--- src/gw_pkg.sv ---
package gw_pkg;

  // Host side widths
  localparam int data_width_gp        = 32;
  localparam int addr_width_gp        = 8;
  localparam int tag_width_gp         = 4;

  // Wormhole link widths
  localparam int flit_width_gp        = 32;
  localparam int len_width_gp         = 2;

  // Tag payload with bit 0 as the core reset and bit 1 as padding
  localparam int tag_payload_width_gp = 2;

  typedef enum logic {
    op_load  = 1'b0,
    op_store = 1'b1
  } gw_op_e;

  typedef struct packed {
    gw_op_e                   op;
    logic [addr_width_gp-1:0] addr;
    logic [data_width_gp-1:0] data;
    logic [tag_width_gp-1:0]  tag;
  } mc_req_s;

  typedef struct packed {
    gw_op_e                   op;
    logic [data_width_gp-1:0] data;
    logic [tag_width_gp-1:0]  tag;
  } mc_resp_s;

  //////////////////////////////////////////////////
  // Bit offsets of the header flit fields
  //////////////////////////////////////////////////

  // len counts the data flits after the header
  localparam int hdr_len_lsb_gp  = 0;
  localparam int hdr_op_lsb_gp   = hdr_len_lsb_gp + len_width_gp;
  localparam int hdr_tag_lsb_gp  = hdr_op_lsb_gp + 1;
  localparam int hdr_addr_lsb_gp = hdr_tag_lsb_gp + tag_width_gp;

endpackage

--- src/gw_wh_to_mc.sv ---
`timescale 1ns/100ps

module gw_wh_to_mc
  import gw_pkg::*;
  (input                            hb_clk_i
  ,input                            reset_i
  ,input                            flit_v_i
  ,input        [flit_width_gp-1:0] flit_i
  ,output logic                     flit_ready_o
  ,output logic                     resp_v_o
  ,output mc_resp_s                 resp_o
  ,input                            resp_ready_i
  );

  typedef enum logic [1:0] {
    e_hdr,
    e_data,
    e_resp
  } state_e;

  state_e                   state_r;
  gw_op_e                   op_r;
  logic [tag_width_gp-1:0]  tag_r;
  logic [data_width_gp-1:0] data_r;
  logic                     hdr_done;
  logic                     data_done;

  // Stall the link until the assembled response leaves
  assign flit_ready_o = (state_r != e_resp);
  assign hdr_done     = flit_v_i & (state_r == e_hdr);
  assign data_done    = flit_v_i & (state_r == e_data);

  assign resp_v_o = (state_r == e_resp);
  assign resp_o   = '{op: op_r, data: data_r, tag: tag_r};

  always_ff @(posedge hb_clk_i) begin
    if (reset_i) begin
      state_r <= e_hdr;
    end else begin
      case (state_r)
        e_hdr: begin
          if (hdr_done) begin
            state_r <= (flit_i[hdr_len_lsb_gp +: len_width_gp] != '0) ? e_data : e_resp;
          end
        end
        e_data: begin
          if (data_done) begin
            state_r <= e_resp;
          end
        end
        default: begin
          if (resp_ready_i) begin
            state_r <= e_hdr;
          end
        end
      endcase
    end
  end

  // Store acks carry zero data
  always_ff @(posedge hb_clk_i) begin
    if (hdr_done) begin
      op_r   <= gw_op_e'(flit_i[hdr_op_lsb_gp]);
      tag_r  <= flit_i[hdr_tag_lsb_gp +: tag_width_gp];
      data_r <= '0;
    end else if (data_done) begin
      data_r <= flit_i[data_width_gp-1:0];
    end
  end

endmodule

--- config.mk ---
export PLATFORM = sky130hd
export DESIGN_NAME = gw_wh_to_mc
export DESIGN_NICKNAME = d
export VERILOG_FILES = /design/src/gw_pkg.sv /design/src/gw_wh_to_mc.sv
export SDC_FILE = /design/constraint.sdc
export NUM_CORES = 1
export LEC_CHECK = 0
export ABC_AREA = 1
export BUFFER_PORTS_ARGS = -buffer_cell sky130_fd_sc_hd__buf_2
export CAP_MARGIN = 25
export CORE_MARGIN = 2
export CORE_UTILIZATION = 35
export DETAILED_ROUTE_END_ITERATION = 6
export GPL_ROUTABILITY_DRIVEN = 0
export PLACE_DENSITY = 0.72
export SLEW_MARGIN = 25
export SYNTH_ARGS = -nofsm -noshare
export SYNTH_HDL_FRONTEND = slang
export SYNTH_SLANG_ARGS = --single-unit
--- constraint.sdc ---
create_clock -name hb_clk_i -period 2.4 [get_ports hb_clk_i]
set_input_delay 0.72 -clock hb_clk_i [delete_from_list [all_inputs] [get_ports hb_clk_i]]
set_output_delay 0.72 -clock hb_clk_i [all_outputs]
set_load 0.005 [all_outputs]
; Word-level counts from Yosys, hierarchy flattened
; Cells that the tools add are included.
[word_totals]
n_memories = 0
ramBits = 0
mem_bits_ro = 0
ff_bits = 39
inputBits = 36
out_inout_bits = 39
latch_bits = 0
[op_classes]
n_div = 0
n_addsub = 0
multipliers = 0
eq_ne = 5
shift = 0
order_cmp = 0
bitwise_logic = 2
n_reduce_logical = 4
muxes = 5
[ops]
columns = cell, n
row1 = 2-bit two-way mux, 4
row2 = "2-bit inequality test, second input constant", 3
row3 = 2-bit one-hot mux with 2 select lines, 1
row4 = 3-bit AND reduction, 1
row5 = 3-bit nonzero test, 1
row6 = 1-bit bitwise AND, 2
row7 = "2-bit by 1-bit == test with 1-bit output, second input constant", 1
row8 = "2-bit == test, second input constant", 1
row9 = 2-bit zero test, 1
row10 = 2-bit nonzero test, 1

; Depth between registers and ports, before layout
; Gate-level depths: netlist of the first run.
[logic_depth]
depth_word = 4
depth_mapped = 6
ltp_nobuf = 5

; Worst setup path after synthesis of the first run
; Ideal clock, no wire load.
[synth_timing]
kind = input port to flip-flop
from = in flit_v_i
to = reg op_r, enable pin
setup_time_ps = 340
path_slack_ps = 842
required_ps = 2060
cell_stages = 3
t_arrival_ps = 1219
cell_sequence = nand2_4 -> buf_4 -> nor2_1
[synth_via]
elab_chain_cells = 1
[synth_rtl]
columns = element, line
row1 = start: declaration, gw_wh_to_mc.sv:7  ; ,input flit_v_i
row2 = 1-bit bitwise AND, gw_wh_to_mc.sv:30  ; assign hdr_done = flit_v_i & (state_r == e_hdr);
row3 = net hdr_done, gw_wh_to_mc.sv:25  ; logic hdr_done;
row4 = end signal: assignment, gw_wh_to_mc.sv:63  ; op_r <= gw_op_e'(flit_i[hdr_op_lsb_gp]);
row5 = end: declaration, gw_wh_to_mc.sv:22  ; gw_op_e op_r;
; The timed path passes the listed nets, and every way through them passes these cells.
; A chain may end at the register's enable or synchronous reset.

; Final worst setup path of the first run
[layout_timing]
from = reg state_r[1]
to = out flit_ready_o
[layout_via]
elab_chain_cells = 1
[layout_rtl]
columns = element, line
row1 = start: declaration, gw_wh_to_mc.sv:21  ; state_e state_r;
row2 = start signal: assignment, gw_wh_to_mc.sv:38  ; state_r <= e_hdr;
row3 = start signal: assignment, gw_wh_to_mc.sv:43  ; state_r <= (flit_i[hdr_len_lsb_gp +: len_width_gp] != '0) ? e_data : e_resp;
row4 = start signal: assignment, gw_wh_to_mc.sv:48  ; state_r <= e_resp;
row5 = 2-bit inequality test, gw_wh_to_mc.sv:29  ; assign flit_ready_o = (state_r != e_resp);
row6 = end: declaration, gw_wh_to_mc.sv:9  ; ,output logic flit_ready_o
; Every way passes these cells.

==> flow_metrics.py, run 1 <==
metrics = {
    "routing": {
        "wl_um": 3080,
        "drc_errors": 0,
        "routed_via_density": 4.34,
        "drtIter0Drc": 113,
        "wl_met1_um": 1380,
        "dr.pass1.iters": 2,
        "wl_per_cell_um": 10.7,
        "wl_met3_um": 226,
        "dr.max_layer_used": "met4",
        "routed-wl-met2_um": 1430,
        "vias": 1249,
        "ant_nets": 0,
    },
    "cells_and_area": {
        "finish.utilization_pct": 46.2,
        "nNetsFinal": 271,
        "diodes": 0,
        "fillers": 440,
        "area_growth_pct": 26.2,
        "final_layout_size_suffix_gt1_share_pct": 49.6,
    },
    "placement": {
        "dp_slack_ps": 707,
        "dpl.hpwl_um": 2180,
        "io_buffers": 74,
    },
    "clock_tree": {
        "hold_buffers": 0,
        "cts_root_buf": "clkbuf_8",
        "cts_tree": "built",
        "cts_inserted_buffers": 5,
        "cts_max_level": 2,
        "clk_latency_ps": 280,
        "cts.sinks": 39,
        "cts_resized": 0,
        "clk_pin_slew_ps": 80,
        "clockBufferDepth": 2,
        "cts_setup_buffers": 0,
    },
    "timing": {
        "skew_ps": 4.81,
        "rsz0062_at_grt": "no",
        "relSlewSlack_pct": 65.6,
        "worst_slew_pin_slew_ps": 516,
        "report.final.hold_viol_count": 0,
        "tns_ps": 0,
        "final.setup.worst_slack_ps": 719,
        "min_period_ps": 1680,
        "fin_crit_sh_pct": 70.0,
        "slew_violations": 0,
        "whs_ps": 450,
        "clock.fmax_mhz": 595,
        "setup_viol": 0,
    },
    "logic_synthesis": {
        "synth_ff_type": "dfxtp_1",
        "syn_nets": 199,
        "async_flop_share_pct": 0,
        "ys_ff_latch": 39,
        "syn_avg_cell_area_um2": 9.86,
        "synth_edf_count": 5,
        "synth.top_cells.by_count": "nand2_1, dfxtp_1, nand3_2",
        "yosys_warnings": 0,
        "ys_top_cells_by_area": "dfxtp_1, nand3_2, nand2_1",
        "yosysSeqAreaShare_pct": 51.7,
        "yosysUniqueCellTypes": 17,
        "synth_top_area_cell": "dfxtp_1",
        "syn_area_um2": 1610,
        "synth_top_area_share_pct": 42.4,
        "synth.most_common_cell": "nand2_1",
        "synthCells": 163,
    },
    "hold_path": {
        "hold_path_depth": 2,
        "hold_path.class": "register to register",
        "hold_path.startpoint": "data_r[28]$_SDFFE_PP0P_",
        "min_to": "data_r[28]$_SDFFE_PP0P_",
    },
    "global_routing": {
        "grt_use_total_pct": 12.3,
        "grt_overflow_total": 0,
        "grt_pass1_vias": 1102,
        "antenna_found_initial": 0,
        "grt_pass1_wl_um": 4940,
        "grt_start_max_net_pins": 36,
    },
    "critical_path": {
        "critical_path.endpoint_type": "output port",
        "slowest_stage": "dfxtp_1",
        "reg2reg_depth": 2,
        "critPathMaxFanout": 3,
        "reg2reg_to": "op_r$_DFFE_PP_",
        "critical-path-top-delay-family": "flip-flops",
        "cp-start-kind": "register",
        "slowest_delay_ps": 350,
        "path_cells": "inv_2 -> nor2_1 -> inv_1 -> buf_2",
        "regToRegSetupSlack_ps": 1070,
        "worstPathArrival_ps": 960,
        "timing.rr.start": "state_r[0]$_SDFFE_PP0P_",
        "critPathKind": "register to output port",
        "required_ps": 1680,
        "critPathBufInv": 3,
    },
    "floorplanning": {
        "placementRows": 24,
        "die_w_um": 71.8,
        "io_pins": 75,
        "start_util_pct": 36.6,
        "core_um2": 4380,
        "dieHeight_um": 71.8,
        "die-area_um2": 5150,
    },
    "job": {
        "maxCapViolations": 0,
    },
    "power": {
        "p_total_mw": 1.48,
        "cellPowerDensity_nw_per_um2": 731,
        "p_leak_nw": 1.05,
        "peakVddDrop_v": 0.000277,
    },
    "run_status": {
        "status": "completed",
    },
}
## power breakdown
| group | total [mW] | internal, mW | switching [mW] |
|---|---|---|---|
| registers | 0.743 | 0.718 | 0.0246 |
| logic | 0.215 | 0.0914 | 0.124 |
| clock network | 0.525 | 0.304 | 0.220 |
| total | 1.48 | 1.11 | 0.368 |
## metrics by stage
step | area (µm²) | instances
detailed placement | 1920 | 280
global placement | 1920 | 280
CTS | 2030 | 288
floorplan | 1610 | 163
finish | 2030 | 288
global route | 2030 | 288
## metal layers
layer | track usage (%) | vias to the layer above
met4 | 4.40 | 0
li1 | - | 656
met1 | 15.9 | 540
met5 | 0 | -
met3 | 4.22 | 6
met2 | 19.0 | 47
## cells by family (layout without fill, tap and decap cells)
family          Yosys count  after routing  synth area share (%)
simple gates            106            106                  37.4
buf+inv                  16             89                  10.3
flops                    39             39                  51.7
compound gates            2              2                 0.622
## worst max-delay path by stage
stage / startpoint / end / depth (start not counted)
floorplan: flit_v_i / op_r$_DFFE_PP_ / 3
global placement: flit_v_i / tag_r[3]$_DFFE_PP_ / 3
detailed placement: flit_v_i / tag_r[2]$_DFFE_PP_ / 3
CTS: state_r[1]$_SDFFE_PP0P_ / flit_ready_o / 4
global route: state_r[1]$_SDFFE_PP0P_ / flit_ready_o / 4
finish: state_r[1]$_SDFFE_PP0P_ / flit_ready_o / 4
## sequential cells by signal (all words and copies together), names as in the netlist
| signal | flops |
|---|---|
| data_r | 32 |
| op_r | 1 |
| state_r | 2 |
| tag_r | 4 |
## worst reg2reg max path, delay by kind of cell, from the launching register on
kind | cells | cell delay (ps)
simple gates | 1 | 400
flops | 1 | 320
buf+inv | 1 | 280
## final cells by class
| cell class | instances | area (µm²) | area share [%] |
|---|---|---|---|
| Sequential cell | 39 | 832 | 41.0 |
| Clock inverter | 3 | 38.8 | 1.91 |
| Inverter | 5 | 26.3 | 1.30 |
| Timing Repair Buffer | 76 | 385 | 19.0 |
| Multi-Input combinational cell | 108 | 611 | 30.1 |
| Clock buffer | 5 | 68.8 | 3.40 |
| Tap cell | 52 | 65.1 | 3.21 |
## cells in the final DEF (no fill, tap or decap)
cell / Yosys / routed
inv_1: 3 / 3
dfxtp_1: 34 / 33
nand2_1: 69 / 69
clkinv_2: 0 / 1
inv_2: 1 / 1
buf_4: 5 / 2
inv_8: 1 / 1
buf_2: 0 / 74
o21ai_0: 1 / 1
clkbuf_8: 3 / 5
dfxtp_2: 0 / 1
or2_1: 1 / 1
a21oi_1: 1 / 1
nor2b_1: 1 / 1
edfxtp_1: 5 / 5
nor2_1: 2 / 2
bufinv_16: 0 / 1
nand3_2: 30 / 30
nand2_4: 1 / 1
nand3_1: 2 / 2
clkinv_1: 0 / 1
Power figures use the tool's default switching activity.
==> run 2, diff against run 1 <==
--- a/config.mk
+++ b/config.mk
@@ -5,14 +5,14 @@
 export SDC_FILE = /design/constraint.sdc
 export NUM_CORES = 1
 export LEC_CHECK = 0
-export ABC_AREA = 1
+export ABC_AREA = 0
 export BUFFER_PORTS_ARGS = -buffer_cell sky130_fd_sc_hd__buf_2
 export CAP_MARGIN = 25
 export CORE_MARGIN = 2
 export CORE_UTILIZATION = 35
 export DETAILED_ROUTE_END_ITERATION = 6
 export GPL_ROUTABILITY_DRIVEN = 0
-export PLACE_DENSITY = 0.72
+export PLACE_DENSITY = 0.77
 export SLEW_MARGIN = 25
 export SYNTH_ARGS = -nofsm -noshare
 export SYNTH_HDL_FRONTEND = slang
==> constraint.sdc (replaced) <==
create_clock -name hb_clk_i -period 1.53 [get_ports hb_clk_i]
set_input_delay 0.459 -clock hb_clk_i [delete_from_list [all_inputs] [get_ports hb_clk_i]]
set_output_delay 0.459 -clock hb_clk_i [all_outputs]
set_load 0.005 [all_outputs]
==> run 2 against run 1 <==
Against the previous run: worst hold slack got worse by 110 ps; synthesized area fell by 15%; first-iteration DRC count fell by 65%; non-clock buffer count rose by 2; total power rose by 57%; core utilization rose by 4.6 points; largest power group unchanged; highest routed layer unchanged; design area fell by 6.7%; combinational power rose by 20%; register-to-register slack got worse by 730 ps; die area fell by 14%.
==> flow_metrics.py, run 2 <==
metrics = {
    "run_status": {
        "status": "completed",
    },
    "cells_and_area": {
        "largestRegisters": "data_r x32, tag_r x4, state_r x2",
        "fillers": 367,
        "largest_register_ffs": 32,
        "nNetsFinal": 268,
        "layout_common_cells": "buf_2, nand2_1, dfxtp_1, o21ai_0",
        "instances_no_fill": 281,
        "area_growth_pct": 38.5,
        "diodes": 0,
        "final_common_cell": "buf_2",
        "finish.utilization_pct": 50.9,
        "regMostFlops": "data_r",
        "final_layout_size_suffix_gt1_share_pct": 36.9,
    },
    "clock_tree": {
        "cts.sinks": 39,
        "cts_resized": 0,
        "hold_buffers": 0,
        "cts_setup_buffers": 0,
        "cts_root_buf": "clkbuf_8",
        "cts_tree": "built",
        "clk_pin_slew_ps": 70,
        "clockBufferDepth": 2,
        "clk_latency_ps": 290,
        "cts_max_level": 2,
        "cts_inserted_buffers": 5,
    },
    "routing": {
        "routed_via_density": 4.31,
        "vias": 1210,
        "drtIter0Drc": 39,
        "wl_per_cell_um": 9.95,
        "drc_errors": 0,
        "wl_um": 2800,
        "dr.pass1.iters": 3,
        "ant_nets": 0,
    },
    "logic_synthesis": {
        "yosysUniqueCellTypes": 17,
        "synth_edf_count": 5,
        "synth_top_area_share_pct": 49.9,
        "synth_ff_type": "dfxtp_1",
        "synthCells": 159,
        "syn_nets": 195,
        "ys_top_cells_by_area": "dfxtp_1, nand2_1, o21ai_0",
        "syn_avg_cell_area_um2": 8.59,
        "synth.top_cells.by_count": "nand2_1, dfxtp_1, o21ai_0",
        "async_flop_share_pct": 0,
        "yosysSeqAreaShare_pct": 60.9,
        "synth_top_area_cell": "dfxtp_1",
        "yosys_warnings": 0,
        "synth.most_common_cell": "nand2_1",
        "syn_area_um2": 1370,
        "ys_ff_latch": 39,
    },
    "hold_path": {
        "hold_path_depth": 2,
        "hold_path.class": "primary input to register",
    },
    "critical_path": {
        "critPathKind": "register to output port",
        "cp-start-kind": "register",
        "critical_path.endpoint_type": "output port",
        "reg2reg_depth": 3,
        "worstPathArrival_ps": 930,
        "critPathMaxFanout": 4,
        "required_ps": 1070,
    },
    "placement": {
        "dp.cells": 273,
        "io_buffers": 74,
        "dpl.hpwl_um": 2070,
    },
    "global_routing": {
        "grt_start_max_net_pins": 47,
        "grt_pass1_vias": 1081,
        "grt_overflow_total": 0,
        "grt_use_total_pct": 13.8,
        "grt_pass1_wl_um": 4530,
        "antenna_found_initial": 0,
    },
    "job": {
        "maxCapViolations": 0,
    },
    "timing": {
        "skew_ps": 5.17,
        "min_period_ps": 1390,
        "setup_viol": 0,
        "report.final.hold_viol_count": 0,
        "tns_ps": 0,
        "rsz0062_at_grt": "no",
        "relSlewSlack_pct": 73.6,
        "worst_slew_pin_slew_ps": 395,
        "fin_crit_sh_pct": 90.8,
        "slew_violations": 0,
        "clock.fmax_mhz": 720,
    },
    "power": {
        "cellPowerDensity_nw_per_um2": 1230,
        "peakVddDrop_v": 0.000647,
        "p_leak_nw": 0.878,
    },
    "floorplanning": {
        "start_util_pct": 36.7,
        "dieHeight_um": 66.5,
        "die-area_um2": 4420,
        "placementRows": 22,
        "io_pins": 75,
        "core_um2": 3720,
        "die_w_um": 66.5,
    },
}
## run 2: logic make-up after synthesis
family                 after synthesis  synth area share (%)
buffers and inverters               13                  4.86
and+or+nand+nor                     72                  21.2
DFF                                 39                  60.9
AOI/OAI and AO/OA                   35                  13.1
## run 2: per-layer routing
metal	share of wire [%]	wire length (µm)	vias up	track usage, %
li1	-	-	656	-
met1	42	1180	500	14.6
met2	47	1310	48	23.8
met3	9.3	261	6	6.42
met4	1.4	38	0	5.36
met5	0	0	-	0
## run 2: path summary, 6_finish.rpt
kind,start,slack [ps],endpoint
max,state_r[0]$_SDFFE_PP0P_,140,resp_v_o
min,reset_i,340,state_r[0]$_SDFFE_PP0P_
max reg2reg,state_r[1]$_SDFFE_PP0P_,340,data_r[15]$_SDFFE_PP0P_
min reg2reg,data_r[20]$_SDFFE_PP0P_,450,data_r[20]$_SDFFE_PP0P_
## run 2: worst max-delay path, cell delays in order (launching register included)
cell and delay (ps):
dfxtp_1 370, nand2b_1 130, inv_1 40, buf_2 110
## run 2: per-stage QoR
step | setup WS, ps | instance area [µm²] | power (mW) | hold slack [ps]
CTS | 125 | 1890 | 2.37 | 333
finish | 141 | 1890 | 2.33 | 341
global placement | 206 | 1760 | 1.43 | 428
floorplan | 154 | 1370 | 1.30 | 449
detailed placement | 193 | 1760 | 1.44 | 438
global route | 37.2 | 1890 | 2.47 | 325
## run 2: final cells by class
type | instances | area (µm²) | share of cell area (%)
Clock buffer | 7 | 97.6 | 5.16
Clock inverter | 1 | 30.0 | 1.59
Inverter | 1 | 3.75 | 0.199
Multi-Input combinational cell | 107 | 468 | 24.8
Sequential cell | 39 | 831 | 43.9
Tap cell | 48 | 60.1 | 3.18
Timing Repair Buffer | 78 | 400 | 21.2
## run 2: report_power, final
part	leakage [nW]	switching, mW	internal [mW]
sequential	0.325	0.0352	1.11
clock	0.0636	0.335	0.586
combinational	0.489	0.136	0.123
